### src/design/exe_pkg.sv
package exe_pkg;

    typedef logic [31:0] word_t;
    typedef logic [4:0]  reg_addr_t;

    // byte size of one instruction
    localparam word_t link_offset = 32'd4;

    typedef enum logic [3:0] {
        alu_add,
        alu_sub,
        alu_slt,
        alu_sltu,
        alu_and,
        alu_or,
        alu_nor,
        alu_xor,
        alu_sll,
        alu_srl,
        alu_sra,
        alu_lui
    } alu_op_e;

    typedef enum logic [3:0] {
        br_jirl = 4'd3,
        br_b    = 4'd4,
        br_bl   = 4'd5,
        br_beq  = 4'd6,
        br_bne  = 4'd7,
        br_blt  = 4'd8,
        br_bge  = 4'd9,
        br_bltu = 4'd10,
        br_bgeu = 4'd11
    } br_cond_e;

    typedef enum logic [1:0] {
        cat_cond,
        cat_jump,
        cat_call,
        cat_return
    } br_cat_e;

    // lane 0 only, lane 1 is always alu
    typedef enum logic [1:0] {
        unit_none,
        unit_alu,
        unit_mul,
        unit_br
    } unit_e;

    typedef struct packed {
        unit_e    unit;
        alu_op_e  alu_op;
        br_cond_e cond;
        logic     src2_imm;
        logic     mul_high;
        logic     mul_signed;
    } uop_t;

    typedef struct packed {
        logic      en;
        uop_t      uop;
        reg_addr_t rd;
        reg_addr_t rj;
        reg_addr_t rk;
        word_t     imm;
        word_t     pc;
        word_t     pc_next;
    } issue_slot_t;

    typedef struct packed {
        logic      en;
        reg_addr_t rd;
        word_t     data;
    } wb_t;

    typedef struct packed {
        logic    valid;
        logic    taken;
        br_cat_e category;
        word_t   target;
        word_t   pc;
    } br_res_t;

endpackage

### src/design/exe_alu.sv
`timescale 1ns/1ps

module exe_alu (
    input  exe_pkg::uop_t      uop,
    input  exe_pkg::reg_addr_t rd,
    input  exe_pkg::word_t     src0,
    input  exe_pkg::word_t     src1,
    input  exe_pkg::word_t     imm,
    input  logic               en,
    output exe_pkg::wb_t       res
);

    exe_pkg::word_t op2;
    exe_pkg::word_t result;
    logic [4:0]     shamt;

    assign op2   = uop.src2_imm ? imm : src1;
    assign shamt = op2[4:0];

    always_comb begin
        case (uop.alu_op)
            exe_pkg::alu_add:  result = src0 + op2;
            exe_pkg::alu_sub:  result = src0 - op2;
            exe_pkg::alu_slt:  result = {31'b0, $signed(src0) < $signed(op2)};
            exe_pkg::alu_sltu: result = {31'b0, src0 < op2};
            exe_pkg::alu_and:  result = src0 & op2;
            exe_pkg::alu_or:   result = src0 | op2;
            exe_pkg::alu_nor:  result = ~(src0 | op2);
            exe_pkg::alu_xor:  result = src0 ^ op2;
            exe_pkg::alu_sll:  result = src0 << shamt;
            exe_pkg::alu_srl:  result = src0 >> shamt;
            exe_pkg::alu_sra:  result = exe_pkg::word_t'($signed(src0) >>> shamt);
            // immediate arrives already shifted into place
            exe_pkg::alu_lui:  result = imm;
            default:           result = '0;
        endcase
    end

    assign res.en   = en;
    assign res.rd   = rd;
    assign res.data = result;

endmodule

### config.mk
export PLATFORM = sky130hd
export DESIGN_NAME = exe_alu
export DESIGN_NICKNAME = d
export VERILOG_FILES = /design/src/design/exe_pkg.sv /design/src/design/exe_alu.sv
export SDC_FILE = /design/constraint.sdc
export NUM_CORES = 1
export LEC_CHECK = 0
export BUFFER_PORTS_ARGS = -buffer_cell sky130_fd_sc_hd__clkbuf_2
export CORE_MARGIN = 2
export CORE_UTILIZATION = 45
export DETAILED_ROUTE_END_ITERATION = 12
export PLACE_DENSITY = 0.68
export SETUP_SLACK_MARGIN = 0.3
export SLEW_MARGIN = 20
export SYNTH_ARGS = -nofsm -noshare
export SYNTH_HDL_FRONTEND = slang
export SYNTH_SLANG_ARGS = --single-unit
### constraint.sdc
create_clock -name vclk -period 4.3
set_input_delay 0.215 -clock vclk [all_inputs]
set_output_delay 0.215 -clock vclk [all_outputs]
set_load 0.05 [all_outputs]
Yosys cells after proc, flatten, opt, wreduce, memory -nomap -nowiden:

Cells that the tools add are included.

* register bits after elaboration: 0
* input port bits: 115
* output and inout port bits: 38
* word-level logic and storage cells: 25

* $add $sub $neg: 2
* $lt $le $gt $ge: 2
* equal/unequal tests: 11
* shifts and indexed selects: 3
* mux-type cells: 2
* bitwise operators: 4
* reductions and logical operators: 1

Operators by type and width (count)
* 32-bit one-hot mux with 12 select lines: 1
* 32-bit less-than comparator: 2
* 32-bit adder: 1
* 32-bit AND: 1
* 32-bit two-way mux: 1
* 32-bit NOT: 1
* 32-bit OR: 1
* 32-bit by 5-bit left shift with 32-bit output: 1
* 32-bit by 5-bit >> shifter with 32-bit output: 1
* 32-bit by 5-bit >>> shifter with 32-bit output: 1
* 32-bit subtractor: 1
* 32-bit XOR: 1
* 4-bit by 3-bit == test with 1-bit output, second input constant: 4
* 4-bit == test, second input constant: 4
* 4-bit by 2-bit == test with 1-bit output, second input constant: 2
* 4-bit by 1-bit == test with 1-bit output, second input constant: 1
* 4-bit logical NOT: 1

Depth between registers and ports, before layout:

* depth after elaboration: 4
* gate-level depth with buffers: 19

Worst setup path before layout:

OpenSTA, ideal clock, no wires.

* path kind: input to output
* start: in uop[2] in the netlist's numbering
* end: out res[30] in the netlist's numbering
* arrival: 4.424 ns
* required time: 4.085 ns
* path slack: -0.339 ns
* stages on the path: 16
* buffers on the path: 6
* cells stage by stage: buf_6 -> buf_2 -> mux2i_1 -> buf_2 -> clkbuf_1 -> clkbuf_1 -> ha_1 -> clkbuf_1 -> nor4_1 -> o32a_1 -> a21oi_1 -> a211oi_1 -> o21ai_0 -> a311oi_1 -> mux2i_1 -> o221ai_1

RTL lines
* start: declaration: RTL line exe_alu.sv:4 `input exe_pkg::uop_t uop,`
* end: declaration: RTL line exe_alu.sv:10 `output exe_pkg::wb_t res`

==> impl_metrics.py <==
metrics = {
    "outcome": {
        "status": "complete, no violations",
    },
    "logic_synthesis": {
        "synth_xor_area_share_pct": 0.619,
        "synth_top_family_by_area": "compound AO/OA/AOI/OAI gates",
        "synth-compound-area-share_pct": 36.9,
        "synth_fp_nets": 1708,
        "seq_area_frac_synth_pct": 0,
        "muxShareOfSynthArea_pct": 20.0,
        "yosysUniqueCellTypes": 77,
        "syn_inst": 1492,
        "syn-cell-area_um2": 9900,
        "synth_adder_area_share_pct": 12.9,
        "yosys.area_share.simple_pct": 20.0,
        "avgSynthCellArea_um2": 6.64,
        "yosysWarningCount": 0,
    },
    "critical_path": {
        "cp.arrival_ps": 3730,
        "critical_path.endpoint_type": "output pin",
        "required_ps": 4090,
        "critPathLaunchType": "input port",
        "critPathKind": "input port to output pin",
        "crit_fanout": 18,
    },
    "place": {
        "dpl-instance-area_um2": 11300,
        "dp_hpwl_um": 36700,
        "port_buffers": 133,
        "place.gp.congestion": 1.04,
    },
    "finish": {
        "drive_above_1_share_pct": 20.6,
        "clock_buffers": 0,
        "final_net_count": 1800,
        "fin_util_pct": 53.1,
        "final_cell_mix": "a21oi_1, nand2_1, nor2_1",
        "layout_commonest_cell": "a21oi_1",
        "design_area_um2": 11500,
        "regArea_um2": 0,
        "seq_cell_count": 0,
        "area_growth_pct": 16.3,
    },
    "global_route": {
        "grt_pass1_vias": 11500,
        "grtUsageTotal_pct": 37.9,
        "antenna_found_initial": 4,
        "grt_pass1_wl_um": 69900,
        "overflow": 0,
        "grt_max_degree": 65,
    },
    "floorplan": {
        "num_rows": 54,
        "die_w_um": 152,
        "die_h_um": 152,
        "coreArea_um2": 21700,
        "initial_utilization_pct": 45.7,
        "io_pins": 153,
        "dieArea_um2": 23200,
    },
    "timing": {
        "hold_viol_final": 0,
        "tns_ps": 0,
        "rsz0062_at_grt": "yes",
        "setup_viol": 0,
        "worstMarginPinSlew_ps": 995,
        "relSlewSlack_pct": 32.9,
        "fmax_mhz": 254,
        "slew_violations": 0,
        "finalCritPeriodShare_pct": 91.7,
        "min_period_ps": 3940,
    },
    "run": {
        "max-cap-violations": 0,
    },
    "route": {
        "drc_errors": 0,
        "antenna_left": 0,
        "vias_per_cell": 6.84,
        "vias": 12800,
        "drtIter0Drc": 1579,
        "routedWlPerCell_um": 25.3,
        "drt_pass1_iterations": 6,
        "route.final.wire_length_um": 47100,
    },
    "min_path": {
        "min_path_type": "input port to output pin",
    },
}
## cell type report
cell class	count	area, um^2
Fill cell	2220	10200
Multi-Input combinational cell	1268	9300
Antenna cell	2	5.00
Timing Repair Buffer	218	1500
Inverter	96	363
Tap cell	280	350
## routing by layer
layer  track usage (%)  part of all wire, %  up-vias
li1                  -                    -     5767
met1              53.7                   41     6009
met2              59.3                   43      853
met3              6.09                   12      123
met4              10.7                  3.8        2
met5                 0                0.028        -
## through the flow
step / instances / worst slack (ps) / hold slack [ps]
after CTS: 1853 / 322 / 430
after global routing: 1863 / 229 / 430
after detailed placement: 1853 / 66.1 / 430
after global placement: 1853 / 129 / 430
final: 1864 / 358 / 430
after floorplan: 1492 / 311 / 597
## cells by family (layout without fill, tap and decap cells)
kind of cell,Yosys count,after routing
muxes,163,163
AOI/OAI and AO/OA,563,563
other,0,2
adders and majority gates,101,101
xor gates and xnor gates,7,7
and+or+nand+nor,434,434
buffers and inverters,224,314
## synth_stat cells (all sizes together), types with 6 or more instances
library cell  instances  area (um^2)
a211oi               25          188
a21o                 23          173
a21oi               152          761
a221o                16          160
a221oi               21          184
a222oi                8         80.1
a22oi                12         90.1
a31oi                17          113
and3                 11         68.8
buf                  55          307
clkbuf               73          274
ha                   99         1240
inv                  96          363
mux2                 10          113
mux2i               128         1310
mux4                 25          563
nand2               136          510
nand2b               20          125
nand3                26          130
nand4                17          106
nor2                138          518
nor2b                19          119
nor3                 29          145
nor4                  9         56.3
o2111ai               6         52.6
o211ai               31          233
o21a                  9         67.6
o21ai               141          706
o21bai               13         97.6
o221ai               12          111
o22ai                22          138
o31ai                 6         45.0
or2                   6         37.5
or3                  10         62.6
xnor2                 7         61.3
## worst max-delay path, stage by stage
cell and delay (ps):
clkbuf_4 200, buf_12 220, buf_4 160, mux2i_1 180, buf_4 160, ha_1 330
or3_1 440, nor3_2 190, buf_4 160, a31oi_4 120, o311a_4 420, a221o_1 360
a221o_1 350, buf_2 220
## final timing paths
path,slack (ps),depth (start not counted),end,startpoint
worst min-delay path,430,0,res[35],rd[3]
worst max-delay path,360,14,res[23],uop[2]
## timing repair
item	CTS	global route
setup buffers	0	9
setup endpoints to repair	7	16
pin swaps	1	5
gates resized for setup	10	40
hold buffers	0	0
