File: src/design/exe_pkg.sv
package exe_pkg;

    typedef logic [31:0] word_t;
    typedef logic [4:0]  reg_addr_t;

    // byte size of one instruction
    localparam word_t link_offset = 32'd4;

    typedef enum logic [3:0] {
        alu_add,
        alu_sub,
        alu_slt,
        alu_sltu,
        alu_and,
        alu_or,
        alu_nor,
        alu_xor,
        alu_sll,
        alu_srl,
        alu_sra,
        alu_lui
    } alu_op_e;

    typedef enum logic [3:0] {
        br_jirl = 4'd3,
        br_b    = 4'd4,
        br_bl   = 4'd5,
        br_beq  = 4'd6,
        br_bne  = 4'd7,
        br_blt  = 4'd8,
        br_bge  = 4'd9,
        br_bltu = 4'd10,
        br_bgeu = 4'd11
    } br_cond_e;

    typedef enum logic [1:0] {
        cat_cond,
        cat_jump,
        cat_call,
        cat_return
    } br_cat_e;

    // lane 0 only, lane 1 is always alu
    typedef enum logic [1:0] {
        unit_none,
        unit_alu,
        unit_mul,
        unit_br
    } unit_e;

    typedef struct packed {
        unit_e    unit;
        alu_op_e  alu_op;
        br_cond_e cond;
        logic     src2_imm;
        logic     mul_high;
        logic     mul_signed;
    } uop_t;

    typedef struct packed {
        logic      en;
        uop_t      uop;
        reg_addr_t rd;
        reg_addr_t rj;
        reg_addr_t rk;
        word_t     imm;
        word_t     pc;
        word_t     pc_next;
    } issue_slot_t;

    typedef struct packed {
        logic      en;
        reg_addr_t rd;
        word_t     data;
    } wb_t;

    typedef struct packed {
        logic    valid;
        logic    taken;
        br_cat_e category;
        word_t   target;
        word_t   pc;
    } br_res_t;

endpackage

File: src/design/exe_mul.sv
`timescale 1ns/1ps

module exe_mul (
    input  logic               clk,
    input  logic               rst_n,
    input  logic               clear,
    input  logic               en,
    input  exe_pkg::uop_t      uop,
    input  exe_pkg::reg_addr_t rd,
    input  exe_pkg::word_t     src0,
    input  exe_pkg::word_t     src1,
    output exe_pkg::wb_t       res
);

    exe_pkg::word_t     pp_ll;
    exe_pkg::word_t     pp_lh;
    exe_pkg::word_t     pp_hl;
    exe_pkg::word_t     pp_hh;
    exe_pkg::word_t     corr;
    exe_pkg::word_t     pp_ll_q;
    exe_pkg::word_t     pp_lh_q;
    exe_pkg::word_t     pp_hl_q;
    exe_pkg::word_t     pp_hh_q;
    exe_pkg::word_t     corr_q;
    exe_pkg::reg_addr_t rd_q;
    logic               high_q;
    logic               en_q;
    logic [63:0]        product;

    assign pp_ll = src0[15:0] * src1[15:0];
    assign pp_lh = src0[15:0] * src1[31:16];
    assign pp_hl = src0[31:16] * src1[15:0];
    assign pp_hh = src0[31:16] * src1[31:16];

    // signed operands: subtract the sign-weighted other operand from the high word
    assign corr = uop.mul_signed ?
                  32'd0 - (src0[31] ? src1 : 32'd0) - (src1[31] ? src0 : 32'd0) : 32'd0;

    always_ff @(posedge clk or negedge rst_n) begin
        if (!rst_n)
            en_q <= 1'b0;
        else
            en_q <= en && !clear;
    end

    always_ff @(posedge clk) begin
        pp_ll_q <= pp_ll;
        pp_lh_q <= pp_lh;
        pp_hl_q <= pp_hl;
        pp_hh_q <= pp_hh;
        corr_q  <= corr;
        rd_q    <= rd;
        high_q  <= uop.mul_high;
    end

    // hh and ll do not overlap, middle terms sit at bit 16
    assign product = {pp_hh_q, pp_ll_q} + {16'b0, pp_lh_q, 16'b0}
                   + {16'b0, pp_hl_q, 16'b0} + {corr_q, 32'b0};

    assign res.en   = en_q;
    assign res.rd   = rd_q;
    assign res.data = high_q ? product[63:32] : product[31:0];

endmodule

File: config.mk
export PLATFORM = sky130hd
export DESIGN_NAME = exe_mul
export DESIGN_NICKNAME = d
export VERILOG_FILES = /design/src/design/exe_pkg.sv /design/src/design/exe_mul.sv
export SDC_FILE = /design/constraint.sdc
export NUM_CORES = 2
export LEC_CHECK = 0
export ABC_AREA = 0
export BUFFER_PORTS_ARGS = -buffer_cell sky130_fd_sc_hd__buf_2
export CAP_MARGIN = 0
export CORE_AREA = 2 2 278 252
export DETAILED_ROUTE_END_ITERATION = 7
export DIE_AREA = 0 0 280 254
export HOLD_SLACK_MARGIN = 0.05
export PLACE_DENSITY = 0.82
export SLEW_MARGIN = 10
export SYNTH_ARGS = -nofsm -noshare
export SYNTH_HDL_FRONTEND = slang
export SYNTH_SLANG_ARGS = --single-unit
export TNS_END_PERCENT = 30
File: constraint.sdc
create_clock -name clk -period 5.1 [get_ports clk]
set_input_delay 1.02 -clock clk [delete_from_list [all_inputs] [get_ports clk]]
set_output_delay 1.02 -clock clk [all_outputs]
set_load 0.01 [all_outputs]
### After elaboration in Yosys (flattened, before gate mapping)

Index checks and enable logic that the tools add are counted.

| operators by class | value |
|---|---|
| reduce and logical (&&, ||, !) cells | 2 |
| add/sub/neg operators | 5 |
| multiplexer cells | 3 |
| multiply operators | 4 |

Operators with widths:

| cell | number |
|---|---|
| adder 64 x 48 -> 64 bit | 2 |
| multiplier 16 x 16 -> 32 bit | 4 |
| 2-to-1 mux 32 bit | 3 |
| adder 64 bit | 1 |
| subtractor 1 x 32 -> 32 bit (first input constant) | 1 |
| subtractor 32 bit | 1 |
| logical AND 1 bit | 1 |
| logical NOT 1 bit | 1 |

| word-level totals | value |
|---|---|
| register bits | 167 |
| logic and storage cells | 22 |
| output and inout port bits | 38 |

### Longest topological paths before layout

| depth | value |
|---|---|
| word-level depth | 4 |
| mapped depth | 24 |

### Worst setup path after synthesis

Ideal clock, no wire load.

| timing | value |
|---|---|
| path type | input to register |
| start point | in src1[18] |
| end point | reg pp_hh_q[30] |
| path slack | -1390 ps |
| data arrival time | 6370 ps |
| setup time | 120 ps |
| stages | 21 |
| buffers on the path | 1 |
| cells stage by stage | clkbuf_1 > and2_1 > fa_1 > inv_1 > fa_1 > inv_1 > fa_1 > fa_1 > fa_1 > inv_1 > fa_1 > inv_1 > ha_1 > a21oi_1 > o21ai_0 > or2_2 > a311oi_1 > o31ai_2 > a21oi_1 > nand2_1 > a211o_1 |

| between the ends | value |
|---|---|
| longest elaborated chain between the ends | 1 |

RTL lines:

| item | line | source |
|---|---|---|
| start, declared | exe_mul.sv:11 | `input exe_pkg::word_t src1,` |
| multiplier 16 x 16 -> 32 bit | exe_mul.sv:33 | `assign pp_hh = src0[31:16] * src1[31:16];` |
| net pp_hh[30] | exe_mul.sv:18 | `exe_pkg::word_t pp_hh;` |
| end signal, assigned | exe_mul.sv:50 | `pp_hh_q <= pp_hh;` |
| end, declared | exe_mul.sv:23 | `exe_pkg::word_t pp_hh_q;` |

The timed path passes the listed nets, and every way through them passes these cells.
A chain may end at the register's enable or synchronous reset.

### Final worst setup path

| timing | value |
|---|---|
| start point | in src0[6] |
| end point | reg pp_ll_q[27] |

| between the ends | value |
|---|---|
| longest elaborated chain between the ends | 1 |

RTL lines:

| item | line | source |
|---|---|---|
| start, declared | exe_mul.sv:10 | `input exe_pkg::word_t src0,` |
| multiplier 16 x 16 -> 32 bit | exe_mul.sv:30 | `assign pp_ll = src0[15:0] * src1[15:0];` |
| net pp_ll[27] | exe_mul.sv:15 | `exe_pkg::word_t pp_ll;` |
| end signal, assigned | exe_mul.sv:47 | `pp_ll_q <= pp_ll;` |
| end, declared | exe_mul.sv:20 | `exe_pkg::word_t pp_ll_q;` |

The timed path passes the listed nets, and every way through them passes these cells.

==> impl_metrics.py <==
metrics = {
    "status": {
        "status": "complete, but fails checks",
        "violations": "setup timing",
    },
    "worst_hold_path": {
        "hp-class": "primary input to asynchronous set/reset pin",
    },
    "critical_path": {
        "crit_top_cell": "fa_1",
        "cp_data_required_time_ns": 5.45,
        "worst_path_largest_cell_delay_ns": 0.61,
        "cp-start-kind": "primary input",
        "path_max_fanout": 6,
        "path_class": "primary input to register",
        "crit_arrival_ns": 6.63,
        "critPathCaptureType": "register",
        "cp_slowest_cell": "fa_1",
    },
    "routing": {
        "remaining_drc_errors": 0,
        "ant_nets": 0,
        "drt_pass1_iterations": 6,
        "wl_per_cell_um": 22.69,
        "drt_wl_total_um": 148300,
        "drt_iter0_markers": 3958,
        "post_drt_via_cell_ratio": 6.007,
        "vias": 39260,
    },
    "synth": {
        "async_flop_share": 0.005988,
        "synth_cell_types": 82,
        "synth_area_sq_um": 44050,
        "ys_warn_count": 0,
        "synth_top_area_frac": 0.3754,
        "synthFlopType": "dfxtp_1",
        "yosysSeqAreaShare": 0.07601,
        "syn_inst": 4993,
        "ys_ff_latch": 167,
        "yosys.area.top_type": "fa_1",
        "yosysMostFrequentCell": "inv_1",
        "synthTopCellsByArea": "fa_1 (38%), ha_1 (16%), inv_1 (8.4%)",
        "synth_fp_nets": 6472,
        "synthTopCellsByCount": "inv_1 (987), fa_1 (826), nand2_1 (662)",
        "synth_edf_count": 0,
        "synth_area_per_cell_sq_um": 8.822,
    },
    "timing": {
        "fin_ws_ns": -1.180,
        "min_period_over_period": 1.231,
        "rsz0062_at_grt": "yes",
        "final-setup-viol-count": 91,
        "worst_slew_pin_slew_ns": 0.9948,
        "slew_headroom": 0.3368,
        "clock.fmax_mhz": 159.2,
        "finalCriticalPeriod_ns": 6.280,
        "slew_violations": 0,
        "finalSetupTns_ns": -69.88,
        "hold_violations": 0,
    },
    "global_route": {
        "grt_pass1_vias": 40680,
        "track_usage": 0.3992,
        "grt-ovfl-total": 0,
        "grt_max_degree": 53,
        "grt_pass1_wl_um": 218800,
        "antenna_found_initial": 11,
    },
    "cts": {
        "clock_sinks": 167,
        "root_buffer": "clkbuf_16",
        "htree_levels": 4,
        "path_clk_slew_ns": 0.07,
        "cts_tree": "yes",
        "cts_buffer_depth": 2,
        "cts_made_buffers": 17,
    },
    "floorplanning": {
        "std_cell_rows": 91,
        "design.die.area_sq_um": 71120,
        "die_w_um": 280,
        "initial_utilization": 0.6459,
        "die_h_um": 254,
        "coreArea_sq_um": 68200,
        "ioPinCount": 124,
    },
    "placement": {
        "dp_hpwl_um": 112000,
        "io_buffers": 112,
        "place_ws_ns": -1.696,
        "place.gp.congestion": 0.9903,
    },
    "layout": {
        "fill_cells": 3784,
        "layout.nets": 7110,
        "regArea_sq_um": 3361,
        "syn_to_final_growth_pct": 23.75,
        "drive_gt1_frac": 0.2380,
        "multiInputGateArea_sq_um": 38210,
    },
    "job": {
        "maxCapViolations": 0,
    },
}
[final cells by class]
class / count / area share
multi-input cells: 3605 / 0.7010
clock buffers: 17 / 0.007804
repair buffers: 852 / 0.1379
well taps: 883 / 0.02027
flip-flops and latches: 167 / 0.06165
clock inverters: 14 / 0.002915
diodes: 9 / 0.0004132
inverters: 988 / 0.06803
[what timing repair did]
item,CTS,global route
gates resized for setup,340,279
pin swaps,162,158
cloned,3,3
endpoints found under the setup margin,107,119
setup buffers,67,27
hold buffers,0,0
[flip-flops by register name, summed over array words and instances (netlist names)]
| register | count |
|---|---|
| corr_q | 32 |
| high_q | 1 |
| en_q | 1 |
| pp_hh_q | 32 |
| pp_lh_q | 32 |
| rd_q | 5 |
| pp_ll_q | 32 |
| pp_hl_q | 32 |
[through the flow]
| stage | utilization | instances | area [sq um] | hold slack [ns] |
|---|---|---|---|---|
| floorplan | - | 4993 | 45060 | 0.7244 |
| global placement | 0.7439 | 6402 | 50740 | 0.7943 |
| detailed placement | 0.7439 | 6402 | 50740 | 0.7955 |
| CTS | 0.7787 | 6500 | 53110 | 0.3074 |
| global route | 0.7990 | 6527 | 54490 | 0.3164 |
| finish | 0.7993 | 6535 | 54510 | 0.3264 |
[metal layers]
metal	part of all wire	wire length (um)	GRT usage
met5	0.00042	63	0
met4	0.068	10140	0.1910
met3	0.13	18550	0.1127
met2	0.44	65860	0.6309
met1	0.36	53640	0.5078
[cell usage in the layout, fill, tap and decap left out, types with 46 or more instances in the layout]
cell type / instances
xor2_1: 51
and2_1: 447
dfxtp_1: 156
xnor2_1: 101
nand2_1: 628
a21oi_2: 57
fa_1: 780
nor2_1: 109
buf_12: 57
fa_2: 46
a21o_1: 79
ha_4: 53
inv_2: 56
ha_1: 505
o21ai_0: 61
buf_6: 64
buf_4: 648
inv_1: 931
buf_2: 53
a21oi_1: 113
[critical path: cells and delay by family]
kind            cells  cell delay [ns]
simple gates        3             0.33
xor+xnor            1             0.10
compound gates      5             1.06
buf+inv             9             0.94
fa+ha+maj           7             3.17
[cell families (layout without fill, tap and decap cells)]
family | after synthesis | after routing | synth area share
DFF | 167 | 167 | 0.07601
and+or+nand+nor | 1483 | 1483 | 0.1652
other | 0 | 9 | 0
adders and majority gates | 1393 | 1393 | 0.5365
muxes | 25 | 25 | 0.006192
AOI/OAI and AO/OA | 538 | 538 | 0.07843
xor gates and xnor gates | 166 | 166 | 0.03301
buffers and inverters | 1221 | 1871 | 0.1047
[worst paths after layout]
check	slack, ns	cells past startpoint	to	startpoint
setup / recovery	-1.18	25	pp_ll_q[27]	src0[6]
hold / removal	0.33	1	en_q	rst_n
max in group asynchronous	4.69	1	en_q	rst_n
min in group clk	0.66	1	rd_q[1]	rd[1]
Power is not shown: default switching activity piles up to over one toggle a cycle in this logic, so the estimate is an artifact.
