## config.mk

```make
export PLATFORM = sky130hd
export DESIGN_NAME = exe_branch
export DESIGN_NICKNAME = d
export VERILOG_FILES = /design/src/design/exe_pkg.sv /design/src/design/exe_branch.sv
export SDC_FILE = /design/constraint.sdc
export NUM_CORES = 1
export LEC_CHECK = 0
export ABC_AREA = 1
export CAP_MARGIN = 20
export CORE_AREA = 2 2 126 128
export DETAILED_ROUTE_END_ITERATION = 8
export DIE_AREA = 0 0 128 130
export DONT_BUFFER_PORTS = 1
export PLACE_DENSITY_LB_ADDON = 0.3
export SLEW_MARGIN = 10
export SYNTH_ARGS = -nofsm -noshare
export SYNTH_HDL_FRONTEND = slang
export SYNTH_SLANG_ARGS = --single-unit
export TNS_END_PERCENT = 30
```

## constraint.sdc

```tcl
create_clock -name vclk -period 5.7
set_input_delay 1.14 -clock vclk [all_inputs]
set_output_delay 1.14 -clock vclk [all_outputs]
set_load 0.01 [all_outputs]
```

## src/design/exe_pkg.sv

```systemverilog
package exe_pkg;

    typedef logic [31:0] word_t;
    typedef logic [4:0]  reg_addr_t;

    // byte size of one instruction
    localparam word_t link_offset = 32'd4;

    typedef enum logic [3:0] {
        alu_add,
        alu_sub,
        alu_slt,
        alu_sltu,
        alu_and,
        alu_or,
        alu_nor,
        alu_xor,
        alu_sll,
        alu_srl,
        alu_sra,
        alu_lui
    } alu_op_e;

    typedef enum logic [3:0] {
        br_jirl = 4'd3,
        br_b    = 4'd4,
        br_bl   = 4'd5,
        br_beq  = 4'd6,
        br_bne  = 4'd7,
        br_blt  = 4'd8,
        br_bge  = 4'd9,
        br_bltu = 4'd10,
        br_bgeu = 4'd11
    } br_cond_e;

    typedef enum logic [1:0] {
        cat_cond,
        cat_jump,
        cat_call,
        cat_return
    } br_cat_e;

    // lane 0 only, lane 1 is always alu
    typedef enum logic [1:0] {
        unit_none,
        unit_alu,
        unit_mul,
        unit_br
    } unit_e;

    typedef struct packed {
        unit_e    unit;
        alu_op_e  alu_op;
        br_cond_e cond;
        logic     src2_imm;
        logic     mul_high;
        logic     mul_signed;
    } uop_t;

    typedef struct packed {
        logic      en;
        uop_t      uop;
        reg_addr_t rd;
        reg_addr_t rj;
        reg_addr_t rk;
        word_t     imm;
        word_t     pc;
        word_t     pc_next;
    } issue_slot_t;

    typedef struct packed {
        logic      en;
        reg_addr_t rd;
        word_t     data;
    } wb_t;

    typedef struct packed {
        logic    valid;
        logic    taken;
        br_cat_e category;
        word_t   target;
        word_t   pc;
    } br_res_t;

endpackage

```

## src/design/exe_branch.sv

```systemverilog
`timescale 1ns/1ps

module exe_branch (
    input  exe_pkg::issue_slot_t slot,
    input  exe_pkg::word_t       src0,
    input  exe_pkg::word_t       src1,
    output exe_pkg::wb_t         link,
    output exe_pkg::br_res_t     res,
    output logic                 mispredict,
    output exe_pkg::word_t       next_pc
);

    exe_pkg::br_cond_e cond;
    exe_pkg::br_cat_e  category;
    exe_pkg::word_t    pc_plus4;
    exe_pkg::word_t    target;
    logic              eq;
    logic              lt_s;
    logic              lt_u;
    logic              taken;

    assign cond     = slot.uop.cond;
    assign pc_plus4 = slot.pc + exe_pkg::link_offset;
    assign eq       = src0 == src1;
    assign lt_s     = $signed(src0) < $signed(src1);
    assign lt_u     = src0 < src1;

    // jirl is register relative, everything else pc relative
    assign target = (cond == exe_pkg::br_jirl) ? src0 + slot.imm : slot.pc + slot.imm;

    always_comb begin
        case (cond)
            exe_pkg::br_jirl, exe_pkg::br_b, exe_pkg::br_bl: taken = 1'b1;
            exe_pkg::br_beq:  taken = eq;
            exe_pkg::br_bne:  taken = !eq;
            exe_pkg::br_blt:  taken = lt_s;
            exe_pkg::br_bge:  taken = !lt_s;
            exe_pkg::br_bltu: taken = lt_u;
            exe_pkg::br_bgeu: taken = !lt_u;
            default:          taken = 1'b0;
        endcase
    end

    always_comb begin
        case (cond)
            exe_pkg::br_bl: category = exe_pkg::cat_call;
            exe_pkg::br_b:  category = exe_pkg::cat_jump;
            exe_pkg::br_jirl: begin
                if (slot.rd == 5'd1)
                    category = exe_pkg::cat_call;
                else if (slot.rj == 5'd1 && slot.rd == 5'd0)
                    category = exe_pkg::cat_return;
                else
                    category = exe_pkg::cat_jump;
            end
            default: category = exe_pkg::cat_cond;
        endcase
    end

    // bl always links to r1
    assign link.en   = slot.en && (cond == exe_pkg::br_bl || cond == exe_pkg::br_jirl);
    assign link.rd   = (cond == exe_pkg::br_bl) ? 5'd1 : slot.rd;
    assign link.data = pc_plus4;

    assign next_pc    = taken ? target : pc_plus4;
    assign mispredict = slot.en && next_pc != slot.pc_next;

    assign res.valid    = slot.en;
    assign res.taken    = slot.en && taken;
    assign res.category = category;
    assign res.target   = target;
    assign res.pc       = slot.pc;

endmodule

```

After elaboration in Yosys (flattened, before gate mapping) --
Cells that the tools add are included.
Operators by class: muxes and demuxes 7, add/sub/neg operators 3, eq/ne operators 13, $lt $le $gt $ge 2, reductions and logical operators 10
Operators by type and width (number):
- $add 32x32->32 | 2
- $lt 32x32->1 | 2
- $mux 32 | 2
- $add 32x3->32 const B | 1
- $eq 32x32->1 | 1
- $ne 32x32->1 | 1
- $eq 4x3->1 const B | 4
- $eq 4x4->1 const B | 4
- $eq 5x1->1 const B | 2
- $pmux 1 s7 | 1
- $pmux 2 s3 | 1
- $logic_not 5->1 | 1
- $mux 5 | 1
- $eq 4x2->1 const B | 1
- $logic_and 1x1->1 | 4
- $mux 2 | 2
- $logic_not 1->1 | 3
- $reduce_or 3->1 | 1
- $logic_or 1x1->1 | 1
Word-level totals: output and inout bits 139, logic and storage cells 35, input port bits 189, register bits after elaboration 0

Longest topological paths before layout --
depth in word-level cells 6, gate-level depth with buffers 31, depth with buffers taken out 30

Least setup slack after synthesis --
Ideal clock, no wire load.
path kind input to output, from input slot[115] (netlist bit), to output mispredict, data arrival time 4115 ps, path slack 445 ps, stages 28, path buffers 1, required time 4560 ps, cells stage by stage nand2_1 inv_1 nand3_1 clkbuf_1 nand2_1 o21ai_0 ha_1 inv_1 fa_1 nand3b_1 nand2_1 nand2_1 nand2_1 nand2_1 nand2_1 nand3_1 nand2_1 xor2_1 nand2_2 nand2_1 nand2_1 nand2_1 nor2_1 nand2_1 nor2_1 nand2_1 nor2_1 nor2_1
RTL lines:
- start, declared | line exe_branch.sv:4 | input exe_pkg::issue_slot_t slot,
- end, declared | line exe_branch.sv:9 | output logic mispredict,

Worst setup path in the final report --
from input slot[115] (netlist bit), to output mispredict
Between the ends: longest elaborated chain between the ends 6, elaborated cells on any way between the ends 15, those cells by class eq/ne: 10; mux: 3; reduce/logical: 2
RTL lines:
- $eq 4x3->1 / $eq 4x2->1 (equally long branches) | line exe_branch.sv:32, exe_branch.sv:29
- $reduce_or 3->1 | line exe_branch.sv:32 | case (cond)
- $pmux 1 s7 | line exe_branch.sv:32
- $mux 32 (*) | line exe_branch.sv:65 | assign next_pc = taken ? target : pc_plus4;
- $ne 32x32->1 (*) | line exe_branch.sv:66 | assign mispredict = slot.en && next_pc != slot.pc_next;
- $logic_and 1x1->1 (*) | line exe_branch.sv:66
Every way passes the cells marked *; elsewhere a longest branch is shown, timed or not.

==> qor.csv <==
stage,metric,value,unit
floorplan,chip width,128,um
logic_synthesis,post-synthesis sequential area ratio,0,%
finish,Post-Layout Cell Count,1329,
cts,hold buffers post-CTS,0,
finish,Register Area,0,um2
place,DP HPWL,20900,um
setup_path,worst path required time,4.56,ns
power_and_ir_drop,power share of the combinational group,100.0,%
logic_synthesis,Synth Area per Inst,5.17,um2
finish,"commonest non-fill, non-tap cell in the layout",nand2_1,
route,routed vias,7062,
sta,"Slew Viols, Final",0,
cts,Post-CTS Setup Repair Bufs,0,
logic_synthesis,top cell type's share of synthesized area,22.5,%
power_and_ir_drop,LEAKAGE,3.67,nW
finish,Area Growth Syn to Fin,9.28,%
route,DRC viols,0,
route,antenna-violating nets left,0,
finish,Final nets,1393,
power_and_ir_drop,Switching Share,62.0,%
finish,most frequent cells in the layout,"nand2_1, inv_1, nand3_1, nor2_1, buf_4",
finish,layout cells sized above 1,11.8,%
setup_path,Crit Path Class,in -> out,
setup_path,slowest CP cell,o21ai_0,
finish,CLK BUF,0,
sta,Final Setup Violations,0,
sta,Hold Slack,2.28,ns
power_and_ir_drop,Seq pwr share,0,%
power_and_ir_drop,Clock power frac,0,%
setup_path,Critical Path End Type,output port,
sta,measured slew at the worst slew-check pin,0.743,ns
route,DRT Pass-1 Iters,5,
global_routing,global-route usage over all layers,26.4,%
logic_synthesis,syn_nets,1370,
global_routing,largest net degree at the start of global routing,43,
power_and_ir_drop,sw power,519,uW
setup_path,WP depth,24,
floorplan,Ports,328,
setup_path,Worst setup SP type,input pin,
place,placed cell count,1329,
sta,relative slew slack,50.3,%
logic_synthesis,Yosys cell types,40,
floorplan,Die Y,130,um
logic_synthesis,synth top area cells,"nand2_1, ha_1, inv_1, nand3_1, nor2_1",
setup_path,crit path cell chain,nand2_1 -> inv_2 -> nand3_2 -> inv_2 -> buf_12 -> o21ai_0 -> ha_1 -> a21oi_1 -> a21boi_0 -> o21ai_0 -> a21oi_1 -> nand2_1 -> nand2_1 -> nand2_1 -> nand2_1 -> nand2_1 -> nand2_1 -> nand2_1 -> nor2_1 -> nand2_1 -> nor2_1 -> nand2_1 -> nor2_1 -> nor2_2,
sta,final hold viol count,0,
sta,Tcrit/Tclk final,96.6,%
floorplan,Initial Utilization,37.4,%
setup_path,CP Launch Point,slot[115],
logic_synthesis,Post-Syn Area,0.00577,mm2
power_and_ir_drop,internal power,318,uW
global_routing,initial antenna violation count,0,
logic_synthesis,Mapped Cells,1116,
min_path,worst hold start,slot[46],
sta,min cycle time layout,5.51,ns
run_status,outcome,"finished, final reports clean",
global_routing,first-pass GRT wire length,34500,um
flow_run,max-cap violations,0,
finish,sequential cell count,0,
place,gpl congestion,0.958,
route,DRT Wirelength,23300,um
route,Vias/cell,5.31,
sta,RSZ-0062 raised after global routing,false,
setup_path,Worst path most repeated cell,nand2_1,
power_and_ir_drop,Pwr Density,133,mW/mm2
setup_path,CP Max Fanout,37,
floorplan,die area,0.0166,mm2
place,PortBufs,0,
min_path,Hold/Removal Path Class,in -> out,
floorplan,core box area,0.0154,mm2
sta,Fmax,0.182,GHz
setup_path,worst path bufs/invs,3,
logic_synthesis,leading area contributor after synthesis,nand2_1,
setup_path,crit path DAT,4.37,ns
setup_path,"delay-heaviest family, CP",simple AND/OR/NAND/NOR gates,
route,drt initial violations,475,
floorplan,row count,46,
global_routing,vias in the first global route,6473,
logic_synthesis,synth warn,0,
finish,antenna cells,0,
route,Wirelength per Cell,17.6,um
power_and_ir_drop,Worst VDD drop,41.6,uV
global_routing,grt ovf,0,
setup_path,crit path to,mispredict,
setup_path,"Largest stage delay, worst path",0.41,ns
-- how the worst min path moves through the flow --
stage                   end  slack [ns]  depth (start not counted)
floorplan           link[2]        2.36                          1
global placement    res[30]        2.28                          0
detailed placement  res[30]        2.28                          0
CTS                 res[30]        2.28                          0
global route        res[67]        2.28                          0
finish              res[14]        2.28                          0
-- power by group through the flow --
stage / registers (mW) / logic [mW] / clock network (mW)
floorplan: 0 / 0.555 / 0
global route: 0 / 0.928 / 0
global placement: 0 / 0.807 / 0
detailed placement: 0 / 0.812 / 0
finish: 0 / 0.837 / 0
CTS: 0 / 0.815 / 0
-- cell usage after synthesis, types with 2 or more instances --
master      n
nand3_1   108
nand4_1    14
nand3b_1   11
buf_4      38
nor4_1      4
a31oi_1     2
buf_6       2
buf_2       7
nor2_1    100
a21boi_0    3
and3_1      2
xnor2_1     9
nor2_4      2
clkbuf_1    6
nand2_1   346
ha_1       64
a21o_1      5
a21oi_1    49
nand3_2     3
inv_1     196
nand2_2    11
or2_2       3
xor2_1     40
nor3_1     16
nor3_2      2
o21bai_1    8
nor2_2      5
o21a_1      2
o21ai_0    47
-- stage by stage --
step / instance area [um2] / setup TNS (ns) / utilization (%) / power, mW / worst slack (ns)
6_report: 6310 / 0 / 40.9 / 0.837 / 0.195
5_1_grt: 6310 / 0 / 40.9 / 0.928 / 0.0278
4_1_cts: 6220 / 0 / 40.3 / 0.815 / 0.00923
3_5_place_dp: 6210 / -0.0105 / 40.3 / 0.812 / -0.0105
3_3_place_gp: 6210 / -0.0146 / 40.3 / 0.807 / -0.0146
2_1_floorplan: 5770 / 0 / - / 0.555 / 0.445
-- routing by layer --
metal  vias to the layer above  GRT usage (%)  wire length, um
li1                       3541              -                -
met1                      3158           35.7            10100
met2                       326           45.0            10700
met3                        37           4.80             2010
met4                         0           3.62              463
met5                         -              0                0
-- cell families after synthesis --
kind of cell               share of synthesized area, %
adders and majority gates                          14.2
buffers and inverters                              19.2
xor gates and xnor gates                           7.44
and+or+nand+nor                                    47.5
AOI/OAI and AO/OA                                  11.6
-- repair_timing --
item | CTS | global route
endpoints found under the setup margin | 1 | 1
resized for setup | 2 | 44
gates cloned | 0 | 0
pin swaps | 0 | 4
-- cell type report --
type               instances  area [um2]
multi-input cells        865        4750
well taps                192         240
fillers                 1742        9120
inverters                198         743
repair buffers            74         568
Power figures use the tool's default switching activity.
