==> src/design/exe_pkg.sv <==
package exe_pkg;

    typedef logic [31:0] word_t;
    typedef logic [4:0]  reg_addr_t;

    // byte size of one instruction
    localparam word_t link_offset = 32'd4;

    typedef enum logic [3:0] {
        alu_add,
        alu_sub,
        alu_slt,
        alu_sltu,
        alu_and,
        alu_or,
        alu_nor,
        alu_xor,
        alu_sll,
        alu_srl,
        alu_sra,
        alu_lui
    } alu_op_e;

    typedef enum logic [3:0] {
        br_jirl = 4'd3,
        br_b    = 4'd4,
        br_bl   = 4'd5,
        br_beq  = 4'd6,
        br_bne  = 4'd7,
        br_blt  = 4'd8,
        br_bge  = 4'd9,
        br_bltu = 4'd10,
        br_bgeu = 4'd11
    } br_cond_e;

    typedef enum logic [1:0] {
        cat_cond,
        cat_jump,
        cat_call,
        cat_return
    } br_cat_e;

    // lane 0 only, lane 1 is always alu
    typedef enum logic [1:0] {
        unit_none,
        unit_alu,
        unit_mul,
        unit_br
    } unit_e;

    typedef struct packed {
        unit_e    unit;
        alu_op_e  alu_op;
        br_cond_e cond;
        logic     src2_imm;
        logic     mul_high;
        logic     mul_signed;
    } uop_t;

    typedef struct packed {
        logic      en;
        uop_t      uop;
        reg_addr_t rd;
        reg_addr_t rj;
        reg_addr_t rk;
        word_t     imm;
        word_t     pc;
        word_t     pc_next;
    } issue_slot_t;

    typedef struct packed {
        logic      en;
        reg_addr_t rd;
        word_t     data;
    } wb_t;

    typedef struct packed {
        logic    valid;
        logic    taken;
        br_cat_e category;
        word_t   target;
        word_t   pc;
    } br_res_t;

endpackage

==> src/design/exe_forward.sv <==
`timescale 1ns/1ps

module exe_forward (
    input  exe_pkg::reg_addr_t rj0,
    input  exe_pkg::reg_addr_t rk0,
    input  exe_pkg::reg_addr_t rj1,
    input  exe_pkg::reg_addr_t rk1,
    input  exe_pkg::word_t     rf00,
    input  exe_pkg::word_t     rf01,
    input  exe_pkg::word_t     rf10,
    input  exe_pkg::word_t     rf11,
    input  exe_pkg::wb_t       mid0,
    input  exe_pkg::wb_t       mid1,
    input  exe_pkg::wb_t       wb0,
    input  exe_pkg::wb_t       wb1,
    output exe_pkg::word_t     src00,
    output exe_pkg::word_t     src01,
    output exe_pkg::word_t     src10,
    output exe_pkg::word_t     src11
);

    // newest first: mid1, mid0, wb1, wb0, then the register file
    function automatic exe_pkg::word_t pick(
        input exe_pkg::reg_addr_t addr,
        input exe_pkg::word_t     rf,
        input exe_pkg::wb_t       m1,
        input exe_pkg::wb_t       m0,
        input exe_pkg::wb_t       w1,
        input exe_pkg::wb_t       w0
    );
        if (addr == '0)
            return rf;
        else if (m1.en && m1.rd == addr)
            return m1.data;
        else if (m0.en && m0.rd == addr)
            return m0.data;
        else if (w1.en && w1.rd == addr)
            return w1.data;
        else if (w0.en && w0.rd == addr)
            return w0.data;
        return rf;
    endfunction

    assign src00 = pick(rj0, rf00, mid1, mid0, wb1, wb0);
    assign src01 = pick(rk0, rf01, mid1, mid0, wb1, wb0);
    assign src10 = pick(rj1, rf10, mid1, mid0, wb1, wb0);
    assign src11 = pick(rk1, rf11, mid1, mid0, wb1, wb0);

endmodule

==> config.mk <==
export PLATFORM = sky130hd
export DESIGN_NAME = exe_forward
export DESIGN_NICKNAME = d
export VERILOG_FILES = /design/src/design/exe_pkg.sv /design/src/design/exe_forward.sv
export SDC_FILE = /design/constraint.sdc
export NUM_CORES = 1
export LEC_CHECK = 0
export ABC_AREA = 1
export ABC_CLOCK_PERIOD_IN_PS = 3900
export BUFFER_PORTS_ARGS = -buffer_cell sky130_fd_sc_hd__buf_2
export CAP_MARGIN = 20
export CORE_AREA = 2 2 165 167
export DETAILED_ROUTE_END_ITERATION = 10
export DIE_AREA = 0 0 167 169
export PLACE_DENSITY = 0.67
export SLEW_MARGIN = 20
export SYNTH_ARGS = -nofsm -noshare
export SYNTH_HDL_FRONTEND = slang
export SYNTH_SLANG_ARGS = --single-unit
==> constraint.sdc <==
create_clock -name vclk -period 3.9
set_input_delay 0.585 -clock vclk [all_inputs]
set_output_delay 0.585 -clock vclk [all_outputs]
set_load 0.05 [all_outputs]
== Yosys cells after proc, flatten, opt, wreduce, memory -nomap -nowiden ==
Cells that the tools add are included.

* Register bits after elaboration: 0
* Input port bits: 300
* Output and inout bits: 128
* Word-level logic and storage cells: 80

* Equal/unequal tests: 16
* Mux-type cells: 44
* Reductions and logical operators: 20

{| class="wikitable"
|+ Operators with widths
! kind !! count
|-
| $mux 32 || 24
|-
| $eq 5x5->1 || 16
|-
| $logic_not 5->1 || 4
|-
| $mux 1 || 20
|-
| $logic_and 1x1->1 || 16
|}

== Logic depth before layout (Yosys ltp) ==
Gate-level depths: netlist of the first run.

* Depth after elaboration: 8
* Depth in mapped cells: 12
* Mapped depth without buffers: 11

== Worst setup path before layout of the first run ==
No wires, ideal clock.

* Path kind: input to output
* From: input port rk0[4]
* To: output port src01[10]
* Arrival time: 1,933 ps
* Data required time: 3,315 ps
* Slack: 1,382 ps
* Cell stages on the path: 10
* Cell sequence: inv_1 > nand2_1 > a21oi_1 > nand3_1 > nand2_1 > nor2_1 > nor2_4 > buf_2 > nand3_1 > nand2_1

* Cells in the longest elaborated chain, start to end: 8
* Elaborated cells between the ends (all ways): 19

{| class="wikitable"
|+ Ends and longest elaborated chain
! element !! line !! RTL
|-
| from (decl) || exe_forward.sv:5 || <nowiki>input exe_pkg::reg_addr_t rk0,</nowiki>
|-
| $eq 5x5->1 || exe_forward.sv:39 || <nowiki>else if (w0.en && w0.rd == addr)</nowiki>
|-
| $logic_and 1x1->1 || exe_forward.sv:39 ||
|-
| $mux 1 || exe_forward.sv:39 ||
|-
| $mux 1 || exe_forward.sv:37 || <nowiki>else if (w1.en && w1.rd == addr)</nowiki>
|-
| $mux 1 || exe_forward.sv:35 || <nowiki>else if (m0.en && m0.rd == addr)</nowiki>
|-
| $mux 1 || exe_forward.sv:33 || <nowiki>else if (m1.en && m1.rd == addr)</nowiki>
|-
| $mux 1 || exe_forward.sv:31 || <nowiki>if (addr == '0)</nowiki>
|-
| $mux 32 (*) || exe_forward.sv:41 || <nowiki>return rf;</nowiki>
|-
| to (decl) || exe_forward.sv:17 || <nowiki>output exe_pkg::word_t src01,</nowiki>
|}

Mark *: on every way between the ends. The rest lies on a longest branch, timed or not.

== Worst setup path after layout of the first run ==
* From: input port rj1[4]
* To: output port src10[20]

* Cells in the longest elaborated chain, start to end: 8
* Elaborated cells between the ends (all ways): 19

{| class="wikitable"
|+ Ends and longest elaborated chain
! element !! line !! RTL
|-
| from (decl) || exe_forward.sv:6 || <nowiki>input exe_pkg::reg_addr_t rj1,</nowiki>
|-
| $eq 5x5->1 || exe_forward.sv:39 ||
|-
| $logic_and 1x1->1 || exe_forward.sv:39 ||
|-
| $mux 1 || exe_forward.sv:39 ||
|-
| $mux 1 || exe_forward.sv:37 ||
|-
| $mux 1 || exe_forward.sv:35 ||
|-
| $mux 1 || exe_forward.sv:33 ||
|-
| $mux 1 || exe_forward.sv:31 ||
|-
| $mux 32 (*) || exe_forward.sv:41 ||
|-
| to (decl) || exe_forward.sv:18 || <nowiki>output exe_pkg::word_t src10,</nowiki>
|}

Marked as above.

==> results of run 1 <==
## cells in the mapped netlist
library cell / number / share of area, %
sky130_fd_sc_hd__a21oi_1: 7 / 0.44
sky130_fd_sc_hd__buf_1: 12 / 0.57
sky130_fd_sc_hd__buf_2: 77 / 4.8
sky130_fd_sc_hd__buf_4: 5 / 0.47
sky130_fd_sc_hd__buf_6: 3 / 0.42
sky130_fd_sc_hd__clkbuf_1: 16 / 0.75
sky130_fd_sc_hd__inv_1: 164 / 7.7
sky130_fd_sc_hd__inv_2: 22 / 1.0
sky130_fd_sc_hd__nand2_1: 864 / 41
sky130_fd_sc_hd__nand3_1: 404 / 25
sky130_fd_sc_hd__nand3_2: 3 / 0.38
sky130_fd_sc_hd__nand4_1: 4 / 0.31
sky130_fd_sc_hd__nor2_1: 325 / 15
sky130_fd_sc_hd__nor2_2: 1 / 0.079
sky130_fd_sc_hd__nor2_4: 3 / 0.42
sky130_fd_sc_hd__nor2_8: 1 / 0.25
sky130_fd_sc_hd__nor3_2: 4 / 0.50
sky130_fd_sc_hd__o21ai_0: 5 / 0.31
## power by group through the flow
stage	clock network (mW)	logic, mW	registers, mW
CTS	0	1.73	0
global placement	0	1.72	0
floorplan	0	1.13	0
global route	0.0000000343	1.87	0
detailed placement	0	1.72	0
finish	0.0000000343	1.74	0
## metal layers
metal,routed length (µm),share of wire (%),track usage (%)
met5,0,0,0
met4,2210,4.5,12.4
met3,4850,9.8,4.12
met2,23000,47,57.2
met1,19100,39,42.3
## through the flow
step,util [%],area (µm²)
finish,39.2,10400
global placement,39.2,10400
global route,39.2,10400
floorplan,-,7960
CTS,39.2,10400
detailed placement,39.2,10400
## cell type report
cell class,instances,area share (%)
repair buffers,461,23.9
inverters,186,6.72
multi-input cells,1621,65.3
well taps,341,4.11
diodes,1,0.0241
## cell usage in the layout, fill, tap and decap left out, drive strengths merged
cell   synthesis  final
a21oi          7      7
buf           97    461
diode          0      1
inv          186    186
nand2        864    864
nand3        407    407
nand4          4      4
nor2         330    330
nor3           4      4
o21ai          5      5
## path summary, 6_finish.rpt
check / from / end / slack, ns / cells past startpoint
min: rf10[9] / src10[9] / 1.56 / 4
max: rj1[4] / src10[20] / 0.47 / 12
## logic make-up after synthesis
kind of cell,after synthesis,share of synthesized area [%]
and+or+nand+nor,1609,83.4
buffers and inverters,299,15.8
AOI/OAI and AO/OA,12,0.754
## worst min-delay path, delay by kind of cell
kind                   cells  cell delay (ns)
buffers and inverters      2             0.29
and+or+nand+nor            2             0.09
==> results.sh, run 1 <==
export IMPL_floorplan_core_area_um2=26500
export IMPL_gpl_final_weighted_congestion=1.00
export IMPL_footprint_of_the_multi_input_gates_um2=6780
export IMPL_detail_route_iter0_violations=1603
export IMPL_post_cts_resized=0
export IMPL_critical_path_top_delay_family="buffers and inverters"
export IMPL_via_per_inst=5.26
export IMPL_row_count=60
export IMPL_dieHeight_um=169
export IMPL_worst_slew_pin_slew_ns=0.741
export IMPL_fin_worst_hold_slack_ns=1.56
export IMPL_finish_cell_count_without_fillers=2610
export IMPL_via_count=13722
export IMPL_final_period_utilization_pct=87.8
export IMPL_synth_lib_cells_used_distinct=18
export IMPL_die_width_um=167
export IMPL_flow_area_growth_from_synthesis_pct=30.5
export IMPL_detail_route_drc_violations=0
export IMPL_setup_tns_final_ns=0
export IMPL_worst_slew_margin_pct=50.5
export IMPL_rsz_0062_raised_after_global_routing="false"
export IMPL_power_total_mw=1.74
export IMPL_timing_critical_path_slowest_cell_delay_ns=0.32
export IMPL_cp_end_kind="primary output"
export IMPL_grt_antenna_before_repair=1
export IMPL_postSynthAreaPerCell_um2=4.15
export IMPL_vdd_ir_drop_max_v=0.000115
export IMPL_final_critical_path_setup_slack_ns=0.475
export IMPL_cp_data_required_time_ns=3.31
export IMPL_outcome="completed"
export IMPL_drt_antenna_violating_nets=0
export IMPL_postSynthCellCount=1920
export IMPL_io_pins=428
export IMPL_power_density_nw_per_um2=168
export IMPL_register_area_um2=0
export IMPL_all_layer_gr_usage_pct=33.2
export IMPL_grt_start_max_net_pins=65
export IMPL_max_cap_violations=0
export IMPL_ctsHoldBuffers=0
export IMPL_finalHoldViolations=0
export IMPL_synthesis_area_um2=7960
export IMPL_min_delay_path_class="in -> out"
export IMPL_dp_slack_ns=0.505
export IMPL_post_drt_wl_per_cell_um=18.9
export IMPL_die_area_um2=28200
export IMPL_swShare_pct=74.3
export IMPL_sequential_cell_count=0
export IMPL_grt_first_pass_wirelength_um=74200
export IMPL_combinationalPowerShare_pct=100.0
export IMPL_start_to_end_type_of_the_worst_setup_path="in -> out"
export IMPL_clkPwrFrac_pct=0
export IMPL_critical_path_buf_inv_count=4
export IMPL_drive_gt1_share_pct=22.2
export IMPL_initial_utilization_pct=30.0
export IMPL_sequentialPowerShare_pct=0
export IMPL_num_fill_cells=3191
export IMPL_crit_path_frequent_cell="sky130_fd_sc_hd__nand2_1"
export IMPL_place_inst=2609
export IMPL_setup_violations=0
export IMPL_drt_wl_total_um=49200
export IMPL_mappedNetlistNets=2220
export IMPL_path_max_fanout=18
export IMPL_grt_remaining_overflow=0
export IMPL_nNetsFinal=2570
export IMPL_yosys_warnings=0
export IMPL_via_count_of_the_first_global_routing_pass=12641
export IMPL_synth_seq_area_share_pct=0
export IMPL_slowest_stage="sky130_fd_sc_hd__a21oi_1"
export IMPL_clock_fmax_mhz=292
export IMPL_slew_violations=0
export IMPL_p_int_mw=0.447
export IMPL_critical_path_cell_list="buf_2, inv_1, nand2_1, a21oi_1, nand3_2, nand2_1, nor2_1, nor2_4, buf_4, nand3_1, nand2_1, buf_2"
export IMPL_p_leak_nw=6.78
export IMPL_post_cts_setup_buffers=0
export IMPL_cp_data_arrival_time_ns=2.84
export IMPL_port_buffer_count=428
export IMPL_drt_pass1_iterations=7
export IMPL_total_switching_power_mw=1.29
export IMPL_startpoint_type="input pin"
export IMPL_detailed_place_hpwl_um=38600
export IMPL_finalCriticalPeriod_ns=3.43
export IMPL_num_clock_buffers=0
(Power assumes the default switching activity.)
==> run 2, diff against run 1 <==
--- a/config.mk
+++ b/config.mk
@@ -9,10 +9,9 @@
 export ABC_CLOCK_PERIOD_IN_PS = 3900
 export BUFFER_PORTS_ARGS = -buffer_cell sky130_fd_sc_hd__buf_2
 export CAP_MARGIN = 20
-export CORE_AREA = 2 2 165 167
+export CORE_UTILIZATION = 30
 export DETAILED_ROUTE_END_ITERATION = 10
-export DIE_AREA = 0 0 167 169
-export PLACE_DENSITY = 0.67
+export PLACE_DENSITY = 0.66
 export SLEW_MARGIN = 20
 export SYNTH_ARGS = -nofsm -noshare
 export SYNTH_HDL_FRONTEND = slang
==> run 2 against run 1 <==
Die area fell by 3.7%. Worst hold slack barely moved. Worst setup slack got worse by 0.066 ns. Critical endpoint is now src01[21].
==> results.sh, run 2 (synthesized netlist as in run 1, its figures left out) <==
export IMPL_outcome="completed"
export IMPL_layout_cell_area_excl_fill_um2=10400
export IMPL_cp_data_required_time_ns=3.31
export IMPL_power_total_mw=1.73
export IMPL_worst_slew_margin_pct=49.5
export IMPL_setup_tns_final_ns=0
export IMPL_worst_slew_pin_slew_ns=0.757
export IMPL_die_width_um=165
export IMPL_drt_pass1_iterations=8
export IMPL_startpoint_type="input pin"
export IMPL_port_buffer_count=428
export IMPL_slowest_stage="sky130_fd_sc_hd__buf_4"
export IMPL_min_delay_path_class="in -> out"
export IMPL_clock_fmax_mhz=286
export IMPL_cp_end_kind="primary output"
export IMPL_io_pins=428
export IMPL_post_drt_wl_per_cell_um=18.3
export IMPL_setup_violations=0
export IMPL_worst_hold_startpoint="rf10[13]"
export IMPL_place_area_um2=10400
export IMPL_crit_path_frequent_cell="sky130_fd_sc_hd__nand2_1"
export IMPL_layout_commonest_cell="sky130_fd_sc_hd__nand2_1"
export IMPL_timing_critical_path_slowest_cell_delay_ns=0.38
export IMPL_via_count=13720
export IMPL_cp_data_arrival_time_ns=2.91
export IMPL_dp_slack_ns=0.441
export IMPL_finish_cell_count_without_fillers=2606
export IMPL_vdd_ir_drop_max_v=0.000123
export IMPL_place_inst=2604
export IMPL_dieHeight_um=165
export IMPL_final_period_utilization_pct=89.5
export IMPL_grt_first_pass_wirelength_um=70700
export IMPL_detail_route_drc_violations=0
export IMPL_drt_antenna_violating_nets=0
export IMPL_detailed_place_hpwl_um=36600
export IMPL_critical_path_top_delay_family="simple AND/OR/NAND/NOR gates"
export IMPL_start_to_end_type_of_the_worst_setup_path="in -> out"
export IMPL_final_critical_path_setup_slack_ns=0.409
export IMPL_ctsHoldBuffers=0
export IMPL_grt_antenna_before_repair=4
export IMPL_initial_utilization_pct=30.5
export IMPL_critical_path_buf_inv_count=4
export IMPL_die_area_um2=27200
export IMPL_hold_end="src10[13]"
export IMPL_grt_start_max_net_pins=65
export IMPL_drive_gt1_share_pct=22.3
export IMPL_row_count=59
export IMPL_slew_violations=0
export IMPL_crit_path_start="rk0[4]"
export IMPL_gpl_final_weighted_congestion=1.03
export IMPL_all_layer_gr_usage_pct=33.9
export IMPL_via_count_of_the_first_global_routing_pass=12279
export IMPL_finalCriticalPeriod_ns=3.49
export IMPL_nNetsFinal=2571
export IMPL_flow_area_growth_from_synthesis_pct=30.3
export IMPL_via_per_inst=5.26
export IMPL_detail_route_iter0_violations=1861
export IMPL_p_leak_nw=6.79
export IMPL_register_area_um2=0
export IMPL_num_clock_buffers=0
export IMPL_path_max_fanout=20
export IMPL_grt_remaining_overflow=0
export IMPL_max_cap_violations=0
export IMPL_drt_wl_total_um=47700
export IMPL_post_cts_resized=0
export IMPL_num_fill_cells=3116
export IMPL_finalHoldViolations=0
export IMPL_post_cts_setup_buffers=0
export IMPL_sequential_cell_count=0
export IMPL_holdPathStages=4
export IMPL_power_density_nw_per_um2=167
export IMPL_floorplan_core_area_um2=26100
export IMPL_rsz_0062_raised_after_global_routing="false"
export IMPL_critical_path_cell_list="buf_2, inv_1, nand2_1, a21oi_1, nand3_1, nand2_1, nor2_1, nor2_4, buf_4, nand3_1, nand2_1, buf_2"
export IMPL_most_common_layout_cells="864 x sky130_fd_sc_hd__nand2_1, 428 x sky130_fd_sc_hd__buf_2, 399 x sky130_fd_sc_hd__nand3_1"
## run 2: worst max-delay path by stage
stage | end | depth (start not counted)
after detailed placement | src10[20] | 13
after floorplan | src01[10] | 10
after CTS | src10[20] | 13
after global routing | src10[20] | 12
after global placement | src01[21] | 13
final | src01[21] | 12
## run 2: layer usage
layer	vias to the layer above	global-route usage, %	part of all wire (%)
li1	6603	-	-
met1	5974	43.6	40
met2	978	55.8	45
met3	165	4.62	10
met4	0	14.9	4.6
met5	-	0	0
## run 2: cell type report
class	instances	area, µm²	share of cell area (%)
multi-input combinational	1621	6780	65.4
timing repair buffer	462	2470	23.8
inverter	186	698	6.73
tap	335	419	4.04
antenna	2	5.00	0.0482
## run 2: worst min-delay path, stage by stage
cell	delay [ns]
sky130_fd_sc_hd__buf_2	0.09
sky130_fd_sc_hd__nand2_1	0.05
sky130_fd_sc_hd__nand2_1	0.04
sky130_fd_sc_hd__buf_2	0.20
## run 2: power by group
group | internal (mW) | switching [mW] | total, mW
sequential | 0 | 0 | 0
combinational | 0.449 | 1.28 | 1.73
clock | 0.0000000686 | 0 | 0.0000000686
total | 0.449 | 1.28 | 1.73
## run 2: metrics by stage
step	hold slack [ns]	utilization (%)
after floorplan	1.49	-
after global placement	1.56	39.8
after detailed placement	1.56	39.8
after CTS	1.56	39.8
after global routing	1.57	39.8
final	1.56	39.8
==> run 3, diff against run 2 <==
--- a/config.mk
+++ b/config.mk
@@ -9,9 +9,11 @@
 export ABC_CLOCK_PERIOD_IN_PS = 3900
 export BUFFER_PORTS_ARGS = -buffer_cell sky130_fd_sc_hd__buf_2
 export CAP_MARGIN = 20
-export CORE_UTILIZATION = 30
+export CORE_AREA = 2 2 168 170
 export DETAILED_ROUTE_END_ITERATION = 10
-export PLACE_DENSITY = 0.66
+export DIE_AREA = 0 0 170 172
+export PLACE_DENSITY = 0.65
+export REMOVE_ABC_BUFFERS = 1
 export SLEW_MARGIN = 20
 export SYNTH_ARGS = -nofsm -noshare
 export SYNTH_HDL_FRONTEND = slang
==> run 3 against run 2 <==
Routed wire length shrank 0.23%. Flip-flop and latch count stayed put. Maximum frequency decreased by 0.52%. Die area up 7.5%. Cell area grew 0.69%. Total power down 0.34%. Combinational power about the same. Highest routed layer unchanged. Global-route usage shrank 3.0 points. Largest cell class unchanged. Worst setup slack worse by 0.018 ns.
==> results.sh, run 3 (synthesized netlist as in run 1, its figures left out) <==
export IMPL_setup_violations=0
export IMPL_worst_hold_startpoint="rf11[14]"
export IMPL_all_layer_gr_usage_pct=30.9
export IMPL_post_drt_wl_per_cell_um=18.1
export IMPL_worstSetupPathDepth=13
export IMPL_layout_commonest_cell="sky130_fd_sc_hd__nand2_1"
export IMPL_p_int_mw=0.452
export IMPL_startpoint_type="input pin"
export IMPL_detail_route_iter0_violations=1632
export IMPL_ctsHoldBuffers=0
export IMPL_rsz_0062_raised_after_global_routing="false"
export IMPL_worst_slew_margin_pct=44.7
export IMPL_total_switching_power_mw=1.28
export IMPL_start_to_end_type_of_the_worst_setup_path="in -> out"
export IMPL_sequential_cell_count=0
export IMPL_clkPwrFrac_pct=0
export IMPL_cp_data_required_time_ns=3.31
export IMPL_port_buffer_count=428
export IMPL_final_period_utilization_pct=90.0
export IMPL_timing_critical_path_slowest_cell_delay_ns=0.38
export IMPL_critical_path_buf_inv_count=4
export IMPL_drt_antenna_violating_nets=0
export IMPL_floorplan_core_area_um2=27500
export IMPL_finalCriticalPeriod_ns=3.51
export IMPL_nNetsFinal=2577
export IMPL_grt_antenna_before_repair=5
export IMPL_grt_first_pass_wirelength_um=71100
export IMPL_drt_pass1_iterations=9
export IMPL_vdd_ir_drop_max_v=0.000107
export IMPL_dp_slack_ns=0.446
export IMPL_io_pins=428
export IMPL_fin_worst_hold_slack_ns=1.56
export IMPL_grt_remaining_overflow=0
export IMPL_drt_wl_total_um=47600
export IMPL_initial_utilization_pct=29.0
export IMPL_row_count=61
export IMPL_die_area_um2=29200
export IMPL_sequentialPowerShare_pct=0
export IMPL_post_cts_resized=0
export IMPL_critPathCapture="src00[12]"
export IMPL_flow_area_growth_from_synthesis_pct=31.2
export IMPL_critical_path_cell_list="buf_2, inv_1, nand2_1, nand2_1, nor2_1, nand3_4, nand2_1, nor2_1, nor2_4, buf_4, nand3_1, nand2_1, buf_2"
export IMPL_most_common_layout_cells="864 x sky130_fd_sc_hd__nand2_1, 428 x sky130_fd_sc_hd__buf_2, 399 x sky130_fd_sc_hd__nand3_1"
export IMPL_crit_path_start="rj0[4]"
export IMPL_combinationalPowerShare_pct=100.0
export IMPL_detail_route_drc_violations=0
export IMPL_path_max_fanout=30
export IMPL_cp_data_arrival_time_ns=2.92
export IMPL_register_area_um2=0
export IMPL_detailed_place_hpwl_um=35700
export IMPL_via_per_inst=5.27
export IMPL_finalCoreUtilization_pct=38.0
export IMPL_via_count=13847
export IMPL_finalHoldViolations=0
export IMPL_crit_path_frequent_cell="sky130_fd_sc_hd__nand2_1"
export IMPL_post_cts_setup_buffers=0
export IMPL_die_width_um=170
export IMPL_final_critical_path_setup_slack_ns=0.391
export IMPL_via_count_of_the_first_global_routing_pass=12843
export IMPL_clock_fmax_mhz=285
export IMPL_cp_end_kind="primary output"
export IMPL_max_cap_violations=0
export IMPL_dieHeight_um=172
export IMPL_gpl_final_weighted_congestion=0.931
export IMPL_outcome="completed"
export IMPL_slowest_stage="sky130_fd_sc_hd__nand3_4"
export IMPL_num_clock_buffers=0
export IMPL_critical_path_top_delay_family="simple AND/OR/NAND/NOR gates"
export IMPL_slew_violations=0
export IMPL_p_leak_nw=6.81
export IMPL_min_delay_path_class="in -> out"
export IMPL_drive_gt1_share_pct=22.5
export IMPL_grt_start_max_net_pins=65
export IMPL_swShare_pct=73.8
export IMPL_power_density_nw_per_um2=165
export IMPL_worst_slew_pin_slew_ns=0.829
export IMPL_num_fill_cells=3236
export IMPL_setup_tns_final_ns=0
[run 3: cell count changes in the layout (fill, tap and decap cells not counted), sizes merged]
cell,change
diode,+3
buf,+6
[run 3: worst min-delay path, delay by kind of cell]
family / cells / cell delay, ns
buffers and inverters: 2 / 0.29
and+or+nand+nor: 2 / 0.09
[run 3: how the worst min path moves through the flow]
stage	to	slack (ns)	cells after the start
6_report	src11[14]	1.56	4
5_1_grt	src11[12]	1.57	4
4_1_cts	src10[16]	1.56	4
3_5_place_dp	src10[16]	1.56	4
3_3_place_gp	src01[4]	1.56	4
2_1_floorplan	src00[0]	1.50	2
[run 3: final cells by class]
cell class / instances / area (µm²) / area share (%)
Antenna cell: 5 / 12.5 / 0.120
Timing Repair Buffer: 468 / 2490 / 23.9
Tap cell: 346 / 433 / 4.14
Multi-Input combinational cell: 1621 / 6810 / 65.2
Inverter: 186 / 698 / 6.68
[run 3: power by group through the flow]
stage / clock network, mW / logic (mW) / registers, mW
finish: 0.000000172 / 1.73 / 0
floorplan: 0 / 1.09 / 0
global placement: 0 / 1.70 / 0
global route: 0.000000137 / 1.86 / 0
CTS: 0 / 1.71 / 0
detailed placement: 0 / 1.71 / 0
[run 3: metal layers]
| metal | up-vias | wire length (µm) | GRT usage, % |
|---|---|---|---|
| met3 | 140 | 4640 | 2.93 |
| met4 | 0 | 1880 | 12.7 |
| met5 | - | 0 | 0 |
| li1 | 6616 | - | - |
| met2 | 930 | 22100 | 52.2 |
| met1 | 6161 | 19000 | 40.4 |
[run 3: through the flow]
| stage | instance area, µm² | instances | total power [mW] |
|---|---|---|---|
| global route | 10400 | 2625 | 1.86 |
| global placement | 10400 | 2621 | 1.70 |
| CTS | 10400 | 2621 | 1.71 |
| detailed placement | 10400 | 2621 | 1.71 |
| finish | 10400 | 2626 | 1.73 |
| floorplan | 7400 | 1807 | 1.09 |
